### config.mk
export PLATFORM = sky130hd
export DESIGN_NAME = da_top
export DESIGN_NICKNAME = d
export VERILOG_FILES = /design/src/rtl/da_pkg.sv /design/src/rtl/da_bit_serial.sv /design/src/rtl/da_lut_bank.sv /design/src/rtl/da_regs_decode.sv /design/src/rtl/da_result.sv /design/src/rtl/da_top.sv
export SDC_FILE = /design/constraint.sdc
export NUM_CORES = 1
export LEC_CHECK = 0
export BUFFER_PORTS_ARGS = -buffer_cell sky130_fd_sc_hd__buf_2
export CAP_MARGIN = 5
export CORE_MARGIN = 2
export CORE_UTILIZATION = 55
export CTS_BUF_LIST = sky130_fd_sc_hd__clkbuf_2 sky130_fd_sc_hd__clkbuf_4 sky130_fd_sc_hd__clkbuf_8
export DETAILED_ROUTE_END_ITERATION = 6
export GPL_ROUTABILITY_DRIVEN = 0
export GPL_TIMING_DRIVEN = 1
export PLACE_DENSITY = 0.82
export REMOVE_ABC_BUFFERS = 1
export SYNTH_ARGS = -nofsm -noshare
export SYNTH_HDL_FRONTEND = slang
export SYNTH_SLANG_ARGS = --single-unit
### constraint.sdc
create_clock -name clk -period 10.6 [get_ports clk]
set_input_delay 1.06 -clock clk [delete_from_list [all_inputs] [get_ports clk]]
set_output_delay 1.06 -clock clk [all_outputs]
set_load 0.005 [all_outputs]
### src/rtl/da_pkg.sv
package da_pkg;

    // Datapath sizes.
    localparam int NUM_TAPS = 8;
    localparam int SAMPLE_W = 8;
    localparam int COEF_W = 12;
    localparam int LUT_TAPS = 4;
    localparam int ACC_W = 24;
    localparam int BIT_CNT_W = $clog2(SAMPLE_W);

    // APB sizes.
    localparam int APB_ADDR_W = 8;
    localparam int APB_W = 32;
    localparam int LANES = APB_W / SAMPLE_W;

    // Mixed signs. Tap 1 holds the most negative value.
    localparam logic signed [COEF_W-1:0] COEFS [NUM_TAPS] = '{
        COEF_W'(731),
        COEF_W'(-2048),
        COEF_W'(2047),
        COEF_W'(-517),
        COEF_W'(96),
        COEF_W'(-1365),
        COEF_W'(13),
        COEF_W'(-7)
    };

    function automatic int coef_sum();
        int sum;
        sum = 0;
        for (int i = 0; i < NUM_TAPS; i++) begin
            sum += int'(COEFS[i]);
        end
        return sum;
    endfunction

    localparam int COEF_SUM = coef_sum();

    // Bank entry width with room for the sum of all its taps.
    function automatic int lut_val_w(int taps);
        return COEF_W + $clog2(taps + 1);
    endfunction

    // Register map.
    localparam logic [APB_ADDR_W-1:0] ADDR_CTRL = 8'h00;
    localparam logic [APB_ADDR_W-1:0] ADDR_SAMPLES_LO = 8'h04;
    localparam logic [APB_ADDR_W-1:0] ADDR_SAMPLES_HI = 8'h08;
    localparam logic [APB_ADDR_W-1:0] ADDR_RESULT = 8'h0C;

    // Bit 0 is start on write, busy on read.
    typedef struct packed {
        logic [APB_W-3:0] reserved;
        logic             done;
        logic             start_busy;
    } ctrl_view_t;

    typedef union packed {
        logic [LANES-1:0][SAMPLE_W-1:0] lane;
        ctrl_view_t                     ctrl;
    } apb_word_u;

endpackage

### src/rtl/da_bit_serial.sv
module da_bit_serial (
    input  logic                                          clk,
    input  logic                                          rst_n,
    input  logic                                          start,
    input  logic [da_pkg::NUM_TAPS*da_pkg::SAMPLE_W-1:0]  samples,
    output logic                                          busy,
    output logic signed [da_pkg::ACC_W-1:0]               acc,
    output logic                                          acc_valid
);
    import da_pkg::*;

    logic [NUM_TAPS-1:0][SAMPLE_W-1:0]               samples_q;
    logic [BIT_CNT_W-1:0]                            bit_cnt;
    logic [NUM_TAPS-1:0]                             plane;
    logic signed [lut_val_w(LUT_TAPS)-1:0]           lo_value;
    logic signed [lut_val_w(NUM_TAPS-LUT_TAPS)-1:0]  hi_value;
    logic signed [ACC_W-1:0]                         plane_sum;
    logic signed [ACC_W-1:0]                         term;
    logic                                            msb_plane;

    // Bit k of every captured sample.
    always_comb begin
        for (int i = 0; i < NUM_TAPS; i++) begin
            plane[i] = samples_q[i][bit_cnt];
        end
    end

    da_lut_bank #(
        .base_tap (0),
        .taps     (LUT_TAPS)
    ) lut_lo (
        .sel   (plane[LUT_TAPS-1:0]),
        .value (lo_value)
    );

    da_lut_bank #(
        .base_tap (LUT_TAPS),
        .taps     (NUM_TAPS - LUT_TAPS)
    ) lut_hi (
        .sel   (plane[NUM_TAPS-1:LUT_TAPS]),
        .value (hi_value)
    );

    assign plane_sum = lo_value + hi_value;

    // The sign plane carries negative weight.
    assign msb_plane = (bit_cnt == BIT_CNT_W'(SAMPLE_W - 1));
    assign term = msb_plane ? -plane_sum : plane_sum;

    always_ff @(posedge clk) begin
        if (!rst_n) begin
            busy <= 1'b0;
            acc_valid <= 1'b0;
            bit_cnt <= '0;
        end else begin
            acc_valid <= 1'b0;
            if (start) begin
                busy <= 1'b1;
                bit_cnt <= BIT_CNT_W'(SAMPLE_W - 1);
            end else if (busy) begin
                if (bit_cnt == '0) begin
                    busy <= 1'b0;
                    acc_valid <= 1'b1;
                end else begin
                    bit_cnt <= bit_cnt - 1'b1;
                end
            end
        end
    end

    // Capture on start, then one plane per cycle.
    always_ff @(posedge clk) begin
        if (start) begin
            samples_q <= samples;
            acc <= '0;
        end else if (busy) begin
            acc <= (acc <<< 1) + term;
        end
    end

endmodule

### src/rtl/da_lut_bank.sv
module da_lut_bank #(
    parameter int base_tap = 0,
    parameter int taps = 4
) (
    input  logic [taps-1:0]                             sel,
    output logic signed [da_pkg::lut_val_w(taps)-1:0]   value
);
    import da_pkg::*;

    logic signed [lut_val_w(taps)-1:0] lut [2**taps];

    // One bit adds its coefficient, zero subtracts it.
    function automatic logic signed [lut_val_w(taps)-1:0] entry(logic [taps-1:0] idx);
        logic signed [lut_val_w(taps)-1:0] sum;
        sum = '0;
        for (int j = 0; j < taps; j++) begin
            if (idx[j]) begin
                sum = sum + COEFS[base_tap + j];
            end else begin
                sum = sum - COEFS[base_tap + j];
            end
        end
        return sum;
    endfunction

    // Table contents fixed at elaboration.
    for (genvar gi = 0; gi < 2**taps; gi++) begin : g_entry
        localparam logic signed [lut_val_w(taps)-1:0] ENTRY = entry(taps'(gi));
        assign lut[gi] = ENTRY;
    end

    assign value = lut[sel];

endmodule

### src/rtl/da_regs_decode.sv
module da_regs_decode (
    input  logic                                          clk,
    input  logic                                          rst_n,
    input  logic [da_pkg::APB_ADDR_W-1:0]                 paddr,
    input  logic                                          psel,
    input  logic                                          penable,
    input  logic                                          pwrite,
    input  logic [da_pkg::APB_W-1:0]                      pwdata,
    input  logic                                          busy,
    input  logic                                          done,
    input  logic signed [da_pkg::APB_W-1:0]               result,
    output logic [da_pkg::APB_W-1:0]                      prdata,
    output logic                                          pready,
    output logic                                          pslverr,
    output logic                                          start,
    output logic [da_pkg::NUM_TAPS*da_pkg::SAMPLE_W-1:0]  samples
);
    import da_pkg::*;

    logic [NUM_TAPS-1:0][SAMPLE_W-1:0] samples_q;
    apb_word_u                         wr_word;
    apb_word_u                         rd_word;
    logic                              access;
    logic                              addr_ok;
    logic                              wr_result;

    assign access = psel && penable;
    assign wr_word = pwdata;

    // Zero wait states.
    assign pready = 1'b1;

    always_comb begin
        addr_ok = 1'b1;
        rd_word = '0;
        case (paddr)
            ADDR_CTRL: begin
                rd_word.ctrl.start_busy = busy;
                rd_word.ctrl.done = done;
            end
            ADDR_SAMPLES_LO: begin
                rd_word.lane = samples_q[LANES-1:0];
            end
            ADDR_SAMPLES_HI: begin
                rd_word.lane = samples_q[NUM_TAPS-1:LANES];
            end
            ADDR_RESULT: begin
                rd_word = result;
            end
            default: begin
                addr_ok = 1'b0;
            end
        endcase
    end

    // Result is read only.
    assign wr_result = pwrite && (paddr == ADDR_RESULT);

    assign pslverr = access && (!addr_ok || wr_result);

    assign prdata = (access && !pwrite) ? rd_word : '0;

    // A start while the engine runs is dropped.
    assign start = access && pwrite && (paddr == ADDR_CTRL)
                   && wr_word.ctrl.start_busy && !busy;

    always_ff @(posedge clk) begin
        if (!rst_n) begin
            samples_q <= '0;
        end else if (access && pwrite) begin
            case (paddr)
                ADDR_SAMPLES_LO: begin
                    samples_q[LANES-1:0] <= wr_word.lane;
                end
                ADDR_SAMPLES_HI: begin
                    samples_q[NUM_TAPS-1:LANES] <= wr_word.lane;
                end
                default: begin
                end
            endcase
        end
    end

    assign samples = samples_q;

endmodule

### src/rtl/da_result.sv
module da_result (
    input  logic                              clk,
    input  logic                              rst_n,
    input  logic                              start,
    input  logic signed [da_pkg::ACC_W-1:0]   acc,
    input  logic                              acc_valid,
    output logic signed [da_pkg::APB_W-1:0]   result,
    output logic                              done
);
    import da_pkg::*;

    logic signed [APB_W-1:0] acc_ext;
    logic signed [APB_W-1:0] diff;

    assign acc_ext = acc;

    // Accumulator holds twice the dot product plus the coefficient sum.
    assign diff = acc_ext - COEF_SUM;

    always_ff @(posedge clk) begin
        if (!rst_n) begin
            result <= '0;
        end else if (acc_valid) begin
            // Always even, so the shift is exact.
            result <= diff >>> 1;
        end
    end

    // A new start wins over a finishing vector.
    always_ff @(posedge clk) begin
        if (!rst_n) begin
            done <= 1'b0;
        end else if (start) begin
            done <= 1'b0;
        end else if (acc_valid) begin
            done <= 1'b1;
        end
    end

endmodule

### src/rtl/da_top.sv
module da_top (
    input  logic                               clk,
    input  logic                               rst_n,
    input  logic [da_pkg::APB_ADDR_W-1:0]      paddr,
    input  logic                               psel,
    input  logic                               penable,
    input  logic                               pwrite,
    input  logic [da_pkg::APB_W-1:0]           pwdata,
    output logic [da_pkg::APB_W-1:0]           prdata,
    output logic                               pready,
    output logic                               pslverr
);
    import da_pkg::*;

    logic                          start;
    logic [NUM_TAPS*SAMPLE_W-1:0]  samples;
    logic                          busy;
    logic signed [ACC_W-1:0]       acc;
    logic                          acc_valid;
    logic signed [APB_W-1:0]       result;
    logic                          done;

    da_regs_decode u_decode (
        .clk       (clk),
        .rst_n     (rst_n),
        .paddr     (paddr),
        .psel      (psel),
        .penable   (penable),
        .pwrite    (pwrite),
        .pwdata    (pwdata),
        .busy      (busy),
        .done      (done),
        .result    (result),
        .prdata    (prdata),
        .pready    (pready),
        .pslverr   (pslverr),
        .start     (start),
        .samples   (samples)
    );

    da_bit_serial u_execute (
        .clk       (clk),
        .rst_n     (rst_n),
        .start     (start),
        .samples   (samples),
        .busy      (busy),
        .acc       (acc),
        .acc_valid (acc_valid)
    );

    da_result u_result (
        .clk       (clk),
        .rst_n     (rst_n),
        .start     (start),
        .acc       (acc),
        .acc_valid (acc_valid),
        .result    (result),
        .done      (done)
    );

endmodule

## Word-level counts from Yosys, hierarchy flattened

Memory sizes are Yosys's and may differ from the RTL's.
Cells that the tools add are included.
Widths: inputs -> output; s select.

| word-level totals | value |
|---|---|
| register bits after elaboration | 182 |
| ROM bits | 480 |
| bits of input ports | 45 |
| output and inout port bits | 34 |
| word-level logic and storage cells | 94 |
| memories | 2 |

| cells by class | value |
|---|---|
| add/subtract/negate cells | 5 |
| $lt $le $gt $ge | 3 |
| eq/ne operators | 5 |
| multiplexer cells | 32 |
| bitwise logic cells | 4 |
| reduce and logical (&&, ||, !) cells | 21 |

Memories:

| memory | depth | width | read ports | clocked after memory_dff | write ports | RTL line | RTL |
|---|---|---|---|---|---|---|---|
| (name not given) | 16 | 15 | 1 | 0 | 0 | da_lut_bank.sv:32 | `assign value = lut[sel];` |
| (name not given) | 16 | 15 | 1 | 0 | 0 | da_lut_bank.sv:32 |  |

Operators with widths:

| operator | number |
|---|---|
| $pmux 30 s3 | 1 |
| $mux 15 | 4 |
| $mux 32 | 1 |
| $sub 24x12->25 const B | 1 |
| $add 24x24->24 | 1 |
| $bmux 1 s3 | 8 |
| $mux 24 | 1 |
| $neg 24->24 | 1 |
| $add 15x15->16 | 1 |
| $eq 8x4->1 const B | 2 |
| $mux 1 | 13 |
| $ge 5x5->1 const B | 2 |
| $not 4->5 | 2 |
| $mux 3 | 3 |
| $eq 8x3->1 const B | 1 |
| $logic_and 1x1->1 | 8 |
| $logic_not 8->1 | 1 |
| $pmux 2 s4 | 1 |
| $reduce_and 2->1 | 3 |
| $lt 3x4->1 const B | 1 |
| $reduce_or 4->1 | 1 |
| $eq 3x3->1 const B | 1 |
| $logic_not 1->1 | 3 |
| $logic_not 3->1 | 1 |
| other kinds (7) | 8 |

## Longest topological paths before layout

Gate-level depths: netlist of the first run.

| logic depth | value |
|---|---|
| depth in word-level cells | 10 |
| gate-level depth with buffers | 30 |
| mapped depth without buffers | 28 |

## Hierarchy

Synthesis of the first run repeated with hierarchy kept, for this count alone.

| second synthesis, totals | value |
|---|---|
| cell total of the unflattened synthesis | 1144 |
| area, all modules | 11187.0 um^2 |

Modules (own cells, without submodules):

| module | times used | cells an instance | area each (um^2) | seq. area each (um^2) |
|---|---|---|---|---|
| da_bit_serial | 1 | 546 | 5963.2 | 2502.4 |
| da_regs_decode | 1 | 364 | 3311.9 | 1281.2 |
| da_result | 1 | 161 | 1338.8 | 500.5 |
| da_lut_bank at u_execute.lut_hi | 1 | 42 | 334.1 | 0.0 |
| da_lut_bank at u_execute.lut_lo | 1 | 31 | 239.0 | 0.0 |

## Worst setup path before layout of the first run

Ideal clock, no wire load.

| timing | value |
|---|---|
| path kind | reg-to-reg |
| start | reg u_execute.bit_cnt[0] |
| end | reg u_execute.acc[21] (netlist name) |
| arrival time | 6654 ps |
| data required time | 10486 ps |
| setup slack | 3832 ps |
| stages on the path, launching flop included | 27 |
| clock period less this slack | 6768 ps |
| cells stage by stage | dfxtp_1 -> clkbuf_1 -> buf_2 -> mux4_2 -> mux2i_1 -> ha_1 -> xnor2_1 -> ha_1 -> fa_1 -> and2b_4 -> o21ai_1 -> mux2_2 -> a311o_1 -> nand2_1 -> nand2_1 -> xnor2_1 -> ha_1 -> a21o_1 -> a211oi_2 -> o2111ai_1 -> a2111oi_2 -> o21bai_1 -> a21oi_1 -> o21ai_1 -> a21oi_1 -> xnor2_1 -> a21o_1 |

| on the way | value |
|---|---|
| longest elaborated chain between the ends | 10 |
| elaborated cells on any way between the ends | 29 |
| classes of those cells | add/sub: 3; eq/ne: 1; mux: 21; bitwise: 2; memory: 2 |

Ends and longest elaborated chain:

| item | RTL line | RTL |
|---|---|---|
| start, declared | da_bit_serial.sv:13 | `logic [BIT_CNT_W-1:0] bit_cnt;` |
| start signal, assigned | da_bit_serial.sv:59 | `bit_cnt <= BIT_CNT_W'(SAMPLE_W - 1);` |
| start signal, assigned | da_bit_serial.sv:65 | `bit_cnt <= bit_cnt - 1'b1;` |
| $bmux 1 s3 | da_bit_serial.sv:24 | `plane[i] = samples_q[i][bit_cnt];` |
| $mux 1 (implied by the code) | da_bit_serial.sv:24 |  |
| $not 4->5 (implied by the code) | da_lut_bank.sv:32 |  |
| $mem_v2 16x15 | - |  |
| $mux 15 (implied by the code) (2 in a row) | da_lut_bank.sv:32 |  |
| $add 15x15->16 | da_bit_serial.sv:44 | `assign plane_sum = lo_value + hi_value;` |
| $neg 24->24 | da_bit_serial.sv:48 | `assign term = msb_plane ? -plane_sum : plane_sum;` |
| $mux 24 (*) | da_bit_serial.sv:48 |  |
| $add 24x24->24 (*) | da_bit_serial.sv:77 | `acc <= (acc <<< 1) + term;` |
| end signal, assigned | da_bit_serial.sv:77 |  |
| end, declared | da_bit_serial.sv:7 | `output logic signed [da_pkg::ACC_W-1:0] acc,` |

Mark *: on every way between the ends. The rest lies on a longest branch, timed or not. The select of a mux whose other input is x is not followed.
A chain may end at the register's enable or synchronous reset.

## Final worst setup path of the first run

Ends and elaborated chain as after synthesis.

==> out/summary.md, run 1 <==
The number of antenna diodes in the final layout is 0. The die boundary height came out at 141 um. Hold timing on the final database bottoms out at a slack of 465 ps. After layout, the worst setup slack is 3220 ps. The tools report the full die area as 19800 um^2. The tool flagged a number of max-cap violations equal to 0. Data on the critical path arrives at its endpoint at 7770 ps. The count of unresolved DRC violations after routing is 0, and the distinct cell type count after synthesis is 76. The run gives 7756 as the number of global-route vias before repair. The floorplan has 50 rows.

The initial detailed-routing violation count is 599, and the max-slew headroom at the worst pin is 32.0%. Yosys instantiated no cell more often than sky130_fd_sc_hd__nand2_1. For this configuration, the core starts out at a cell density of 55.6%. Sorting the synthesized cells by area gives the leading types as sky130_fd_sc_hd__dfxtp_1 (23%), sky130_fd_sc_hd__edfxtp_1 (19%), sky130_fd_sc_hd__ha_1 (7.2%), sky130_fd_sc_hd__nand2_1 (6.1%), sky130_fd_sc_hd__a21oi_1 (5.3%). The number of vias in the routed layout is 8321, and the utilization after layout is 60.5%.

In the final routed layout, each cell accounts on average for 17.6 um. The count of instances resized after the clock tree is built was 0. The number of cells in the finished layout apart from fillers was 1388. The total chip power was 1.24 mW. The number of setup buffers added after CTS is 0.

In this run the static leakage power is 4.35 nW. The number of hold buffers added after cts is 0, and the share of synthesized area occupied by flip-flops and latches is 41.4%. The biggest area contributor in the post-synthesis netlist is sky130_fd_sc_hd__dfxtp_1. After routing the design area is 11200 um^2. Between clock sinks in the finished design, the worst skew comes to 17.5 ps. Of the cells placed in the final design, the portion with a size suffix greater than 1 is 16.6%. The async set or reset register ratio after synthesis works out to 0%. The final-layout setup total negative slack is 0 ps, and the count of warnings emitted by yosys is 0. The run gives 17 as the total CTS buffers. The flow ran to the end, and the final reports show no timing, DRC or antenna violations. The most used flip-flop cell after synthesis is sky130_fd_sc_hd__dfxtp_1. The tightest min-delay check is of the reg -> reg type.

Port buffering added 77 buffers. The cell at the root of the clock tree is sky130_fd_sc_hd__clkbuf_8. After clock tree synthesis, the clock-pin slew on the worst setup and hold paths is 110 ps. The worst setup path is launched from a flop. Dividing the final minimum period by the clock period gives 69.7%.

At the pin with the least slew margin, the transition time is 1020 ps. The logs give 39.8 mm for the global-route wire length before repair and 1356 for the number of cells after detailed placement. Detailed placement finished with a half-perimeter wire length of 16.9 mm. The number of enable flip-flop cells after synthesis is 64.

The count of nets left with antenna violations once routing finished came out at 0. The total overflow left after global routing is 0. The minimum period implied by the final worst setup slack is 7380 ps, and the average size of a mapped cell is 9.38 um^2. The wire length reported by the detailed router is 24.4 mm.

For the net count of the finished layout, the log shows 1247. For the number of failing setup endpoints in the final timing report, the log shows 0. The logs give 79 for the number of I/O pins and 90 for the largest net degree at the start of global routing. Before CTS, the worst setup slack after placement is 3240 ps. The tools report the fmax as 0.135 GHz.

The latest clock arrival within the worst-skew pair was 480 ps; the maximum vdd ir drop was 118 uV. For this run, the total global-route usage over all layers was measured as 24.8%. The number of max-slew violations in the final report came out at 0. The required time of the worst setup path was 10980 ps; the number of iterations in the first detailed-routing pass was 5.

In this design, the stage delay of the slowest critical-path cell is 650 ps. The post-detailed-placement cell area came out at 10800 um^2. The commonest cells after synthesis are sky130_fd_sc_hd__nand2_1 (166), sky130_fd_sc_hd__dfxtp_1 (117), sky130_fd_sc_hd__a21oi_1 (109), sky130_fd_sc_hd__nor2_1 (103), sky130_fd_sc_hd__edfxtp_1 (64). The ratio of total power to cell area was 110 nW/um^2; the layout filler cell count was 1495.

Synthesis produced a netlist whose cell count is 1097. Clock tree synthesis found a total of 181 sinks. From left edge to right edge, the die measures 141 um.

The count of final hold-check violations is 0, and the H-tree depth is 4. Via count normalized by instance count: 5.99. Setup repair after global routing left no endpoint under its margin. The area growth from synthesis to layout is 8.96%. The tools report the core area as 18500 um^2. The worst setup path is of the reg -> reg kind.

The slowest stage of the critical path is the sky130_fd_sc_hd__mux2i_1 cell. The top-area cell type share of the netlist area is 22.8%. Along the worst path, the maximum fanout reaches 13.

The sort of element at the end of the critical path is a flop. TritonCTS built the clock tree. For the cell area after technology mapping, the log shows 10300 um^2.

The tools report the initial antenna violation count as 0. Counting along the longest clock path gives a buffer depth of 2. Counting flops and latches in the post-synthesis netlist gives 181.
==> state kept, by name (all words and copies together) (netlist names) <==
name,cells
u_execute.samples_q,64
u_decode.samples,64
u_execute.acc_valid,1
u_result.result,24
u_execute.busy,1
u_execute.bit_cnt,3
u_execute.acc,23
u_result.done,1
==> critical path: cells and delay by family (launching register included) <==
kind	cells	cell delay [ps]
buffers and inverters	2	700
multiplexers	2	1190
XOR/XNOR	3	590
adder cells (fa/ha/maj)	3	980
AO/OA/AOI/OAI	13	3110
flip-flops	1	550
AND/OR/NAND/NOR	2	140
==> layout by cell type (no fill, tap or decap), types with 6 or more instances in the layout <==
cell type                   count
sky130_fd_sc_hd__a211oi_1      23
sky130_fd_sc_hd__a21o_1        16
sky130_fd_sc_hd__a21oi_1      109
sky130_fd_sc_hd__a22oi_1       31
sky130_fd_sc_hd__buf_2         77
sky130_fd_sc_hd__buf_4         11
sky130_fd_sc_hd__clkbuf_8      17
sky130_fd_sc_hd__dfxtp_1      117
sky130_fd_sc_hd__edfxtp_1      64
sky130_fd_sc_hd__ha_1          59
sky130_fd_sc_hd__inv_1         28
sky130_fd_sc_hd__mux2_2        24
sky130_fd_sc_hd__mux2i_1       27
sky130_fd_sc_hd__mux4_2        17
sky130_fd_sc_hd__nand2_1      166
sky130_fd_sc_hd__nand2b_1      13
sky130_fd_sc_hd__nand3_1       14
sky130_fd_sc_hd__nor2_1       103
sky130_fd_sc_hd__nor2b_1        7
sky130_fd_sc_hd__nor3_1         6
sky130_fd_sc_hd__o21a_1        12
sky130_fd_sc_hd__o21ai_0       27
sky130_fd_sc_hd__o2bb2ai_1      7
sky130_fd_sc_hd__xnor2_1       41
sky130_fd_sc_hd__xor2_1        18
==> final cells by class <==
type | count | area (um^2) | share of cell area [%]
Clock buffer | 17 | 234 | 2.09
Clock inverter | 15 | 159 | 1.42
Inverter | 29 | 109 | 0.971
Multi-Input combinational cell | 824 | 5690 | 50.7
Sequential cell | 181 | 4260 | 38.0
Tap cell | 234 | 293 | 2.61
Timing Repair Buffer | 88 | 468 | 4.17
==> report_power, final <==
group          internal (mW)  total (mW)  switching [mW]
clock                  0.177       0.461           0.284
combinational         0.0230      0.0589          0.0359
sequential             0.715       0.717         0.00254
total                  0.915        1.24           0.322
==> path summary, 6_finish.rpt <==
check / startpoint / end / slack [ps] / cells after the start
worst min-delay path: u_decode.samples[2]$_SDFFE_PN0P_ / u_execute.samples_q[2]$_DFFE_PP_ / 470 / 0
worst max register to register: u_execute.bit_cnt[0]$_SDFFE_PN0P_ / u_execute.acc[21]$_SDFFE_PP0P_ / 3220 / 25
worst min register to register: u_decode.samples[2]$_SDFFE_PN0P_ / u_execute.samples_q[2]$_DFFE_PP_ / 470 / 0
worst max-delay path: u_execute.bit_cnt[0]$_SDFFE_PN0P_ / u_execute.acc[21]$_SDFFE_PP0P_ / 3220 / 25
==> logic make-up (layout without fill, tap and decap cells) <==
family | count (synthesis) | in the layout | share of synthesized area (%)
fa+ha+maj | 62 | 62 | 7.66
buf+inv | 92 | 149 | 3.55
compound gates | 284 | 284 | 18.4
xor+xnor | 59 | 59 | 5.02
flops | 181 | 181 | 41.4
other cells | 1 | 1 | 0.0364
mux | 68 | 68 | 8.97
simple gates | 350 | 350 | 14.9
==> layer usage <==
metal  vias to the layer above  GRT usage [%]  wire length [um]
met2                       272           41.4             11800
met1                      3997           33.7             10700
li1                       4015              -                 -
met5                         -              0                 0
met3                        37           3.74              1420
met4                         0           7.26               388
Note: power is estimated with default switching activity, not from simulation.
==> inputs of run 2 (changes only) <==
--- a/config.mk
+++ b/config.mk
@@ -13,7 +13,7 @@
 export DETAILED_ROUTE_END_ITERATION = 6
 export GPL_ROUTABILITY_DRIVEN = 0
 export GPL_TIMING_DRIVEN = 1
-export PLACE_DENSITY = 0.82
+export PLACE_DENSITY = 0.85
 export REMOVE_ABC_BUFFERS = 1
 export SYNTH_ARGS = -nofsm -noshare
 export SYNTH_HDL_FRONTEND = slang
==> constraint.sdc (replaced) <==
create_clock -name clk -period 6.6 [get_ports clk]
set_input_delay 0.66 -clock clk [delete_from_list [all_inputs] [get_ports clk]]
set_output_delay 0.66 -clock clk [all_outputs]
set_load 0.005 [all_outputs]
==> run 2 against run 1 <==
Compared with the run above: sequential power rose by 60%; register-to-register slack got worse by 3000 ps; combinational power rose by 64%; core utilization rose by 2.0 points; fmax rose by 16%; largest cell class unchanged; sequential cell count did not move; cell count rose by 1.9%.
==> out/summary.md, run 2 (synthesized netlist as in run 1, its figures left out) <==
The ratio of total power to cell area is 176 nW/um^2 (+60%), and the met2 demand-to-capacity share in global routing is 42.3% (+0.85 points). The logs give 0 (unchanged) for the number of failing setup endpoints in the final timing report and 4.53 nW (+4.0%) for the leakage power summed over all cells. The logs give 55.6% (unchanged) for the initial standard-cell utilization of the core and 3.60% (-0.14 points) for the fraction of met3 tracks used by global routing. The clock-pin transition on the worst setup and hold timing paths was 100 ps (about the same).

TritonCTS built the clock tree. The via count normalized by instance count works out to 6.11 (+1.9%). The largest individual stage delay along the critical path comes from the cell sky130_fd_sc_hd__mux4_2.

The run gives 0 (unchanged) as the remaining antenna violation count after routing. The global router's overall resource usage is 25.4% (+0.55 points). For the core area, the log shows 18500 um^2 (unchanged).

The library cell used most frequently in the layout, excluding fill and tap cells, is sky130_fd_sc_hd__nand2_1. The run gives 0 (unchanged) as the count of unresolved DRC violations after routing. The total chip power came out at 2.05 mW (+65%). Initial antenna violation count: 0 (unchanged).

The tools report the initial detailed-routing violation count as 813 (+36%). The worst clock skew is 13.2 ps (-4.31 ps). For the global-route wire length before repair, the log shows 40.6 mm (+2.2%). The logs give 4270 um^2 (about the same) for the total area of sequential cells and 1273 (+2.1%) for the net count of the finished layout. Count of final hold-check violations: 0 (unchanged). Die extent in x: 141 um (unchanged). The number of vias in the routed layout came out at 8636 (+3.8%). The number of sinks handled by clock tree synthesis is 181 (unchanged). The number of buffer cells added on primary ports was 77 (unchanged); the reported max-cap violation count was 0 (unchanged).

The critical path is of the reg -> reg type. The tools report the sort of element at the end of the critical path as a flop. The logs give 6950 ps (-4030 ps) for the required time of the worst setup path and 0 (unchanged) for the total overflow reported by the global router. The highest net fanout along the worst path is 9 (-4), and the max-slew headroom at the worst pin is 24.8% (-7.2 points). The largest net degree at the start of global routing is 92 (+2.2%). The smallest setup slack after layout is 218 ps (-3000 ps). The layout filler cell count is 1424 (-4.7%). On the critical path the largest part of the delay comes from compound AO/OA/AOI/OAI gates. The latest clock arrival within the worst-skew pair was 460 ps (-20 ps); the wire length per cell was 18.0 um (+2.6%).

The tools report the full die area as 19800 um^2 (unchanged). Sum of buffers and inverters on the critical path: 3 (+1). The clock tree buffer depth was 2 (unchanged).

The run gives 4 (unchanged) as the H-tree depth. CTS placed an instance of sky130_fd_sc_hd__clkbuf_8 at the clock tree root. The number of I/O pins came out at 79 (unchanged).

From synthesis to final layout, the design area changed by 12.6%. The worst min-delay path category was in -> reg. The number of diodes added for antenna fixing was 0 (unchanged). For the maximum vdd ir drop, the log shows 154 uV (+31%). The flow ran to the end, and the final reports show no timing, DRC or antenna violations.

The category of the worst setup path launch point was a flop. The fraction of layout cells with a size suffix above 1 was 19.5% (+2.9 points); the die boundary height was 141 um (unchanged). The logs give 5790 um^2 (+1.9%) for the footprint of the multi-input gates and 6 (+1) for the number of iterations in the first detailed-routing pass. The tools report the wire length reported by the detailed router as 25.5 mm (+4.5%). The delay of the slowest cell on the worst path works out to 510 ps (-140 ps). The final-layout worst hold slack is 435 ps (-29.7 ps), and the met1 usage in global routing is 34.0% (+0.29 points). The placement-stage worst setup slack was 30.6 ps (-3210 ps); the number of global-route vias before repair was 8174 (+5.4%). The tools report the count of standard-cell rows as 50 (unchanged). The signal arrival time at the worst endpoint came out at 6740 ps (-1030 ps). The share of the cycle needed by the critical path after routing works out to 96.7% (+27 points). The number of max-slew violations in the final report is 0 (unchanged). Most utilized layer in the global route result: met2.

The total CTS buffers was 17 (unchanged). The fmax was 0.157 GHz (+16%). The minimum period implied by the final worst setup slack works out to 6380 ps (-1000 ps). In the layout the commonest cells are sky130_fd_sc_hd__nand2_1 (166), sky130_fd_sc_hd__dfxtp_1 (116), sky130_fd_sc_hd__a21oi_1 (107). The measured slew at the worst slew-check pin is 1130 ps (+108 ps), and the estimated wirelength of the detail-placed design is 17.1 mm (+1.2%).
-- run 2: cell count changes in the layout (fill, tap and decap cells not counted), sizes merged --
cell / before / now
clkinv: 4 / 2
bufinv: 0 / 3
clkinvlp: 3 / 4
inv: 37 / 33
clkbuf: 17 / 20
buf: 88 / 113
-- run 2: final timing paths --
path                                                        start                                 to  slack (ps)  cells past startpoint
worst max-delay path            u_execute.bit_cnt[0]$_SDFFE_PN0P_     u_execute.acc[22]$_SDFFE_PP0P_         220                     26
worst min-delay path                                   pwdata[29]  u_decode.samples[61]$_SDFFE_PN0P_         440                      3
worst max register to register  u_execute.bit_cnt[0]$_SDFFE_PN0P_     u_execute.acc[22]$_SDFFE_PP0P_         220                     26
worst min register to register  u_decode.samples[21]$_SDFFE_PN0P_  u_execute.samples_q[21]$_DFFE_PP_         460                      0
-- run 2: power by group --
group          internal (mW)  switching (mW)
sequential              1.15         0.00419
clock                  0.393           0.404
combinational         0.0380          0.0585
-- run 2: cell type report --
type	instances	share of cell area, %
Timing Repair Buffer	114	6.09
Inverter	29	0.939
Clock inverter	13	1.46
Clock buffer	19	2.20
Tap cell	234	2.53
Sequential cell	181	36.8
Multi-Input combinational cell	824	50.0
-- run 2: per-stage QoR --
stage	util [%]	area, um^2	TNS, ps	cells
final	62.6	11600	0	1414
after global routing	62.6	11600	-123	1414
after CTS	61.3	11300	0	1399
after detailed placement	59.0	10900	0	1367
after global placement	59.0	10900	0	1367
after floorplan	-	10000	-102600	1034
-- run 2: worst min-delay path, stage by stage --
cell,delay [ps]
sky130_fd_sc_hd__buf_2,110
sky130_fd_sc_hd__nand2_1,50
sky130_fd_sc_hd__a21oi_1,50
-- run 2: timing repair --
action | CTS | global route
hold buffers | 0 | 0
setup endpoints to repair | 0 | 7
buffers inserted | 0 | 14
gates resized for setup | 0 | 23
endpoints found under the hold margin | 0 | 0
-- run 2: routing by layer --
layer	routed length (um)	vias to the layer above	share of wire, %
met5	0	-	0
met2	12400	354	49
li1	-	4072	-
met4	623	0	2.4
met3	1780	53	7.0
met1	10700	4157	42
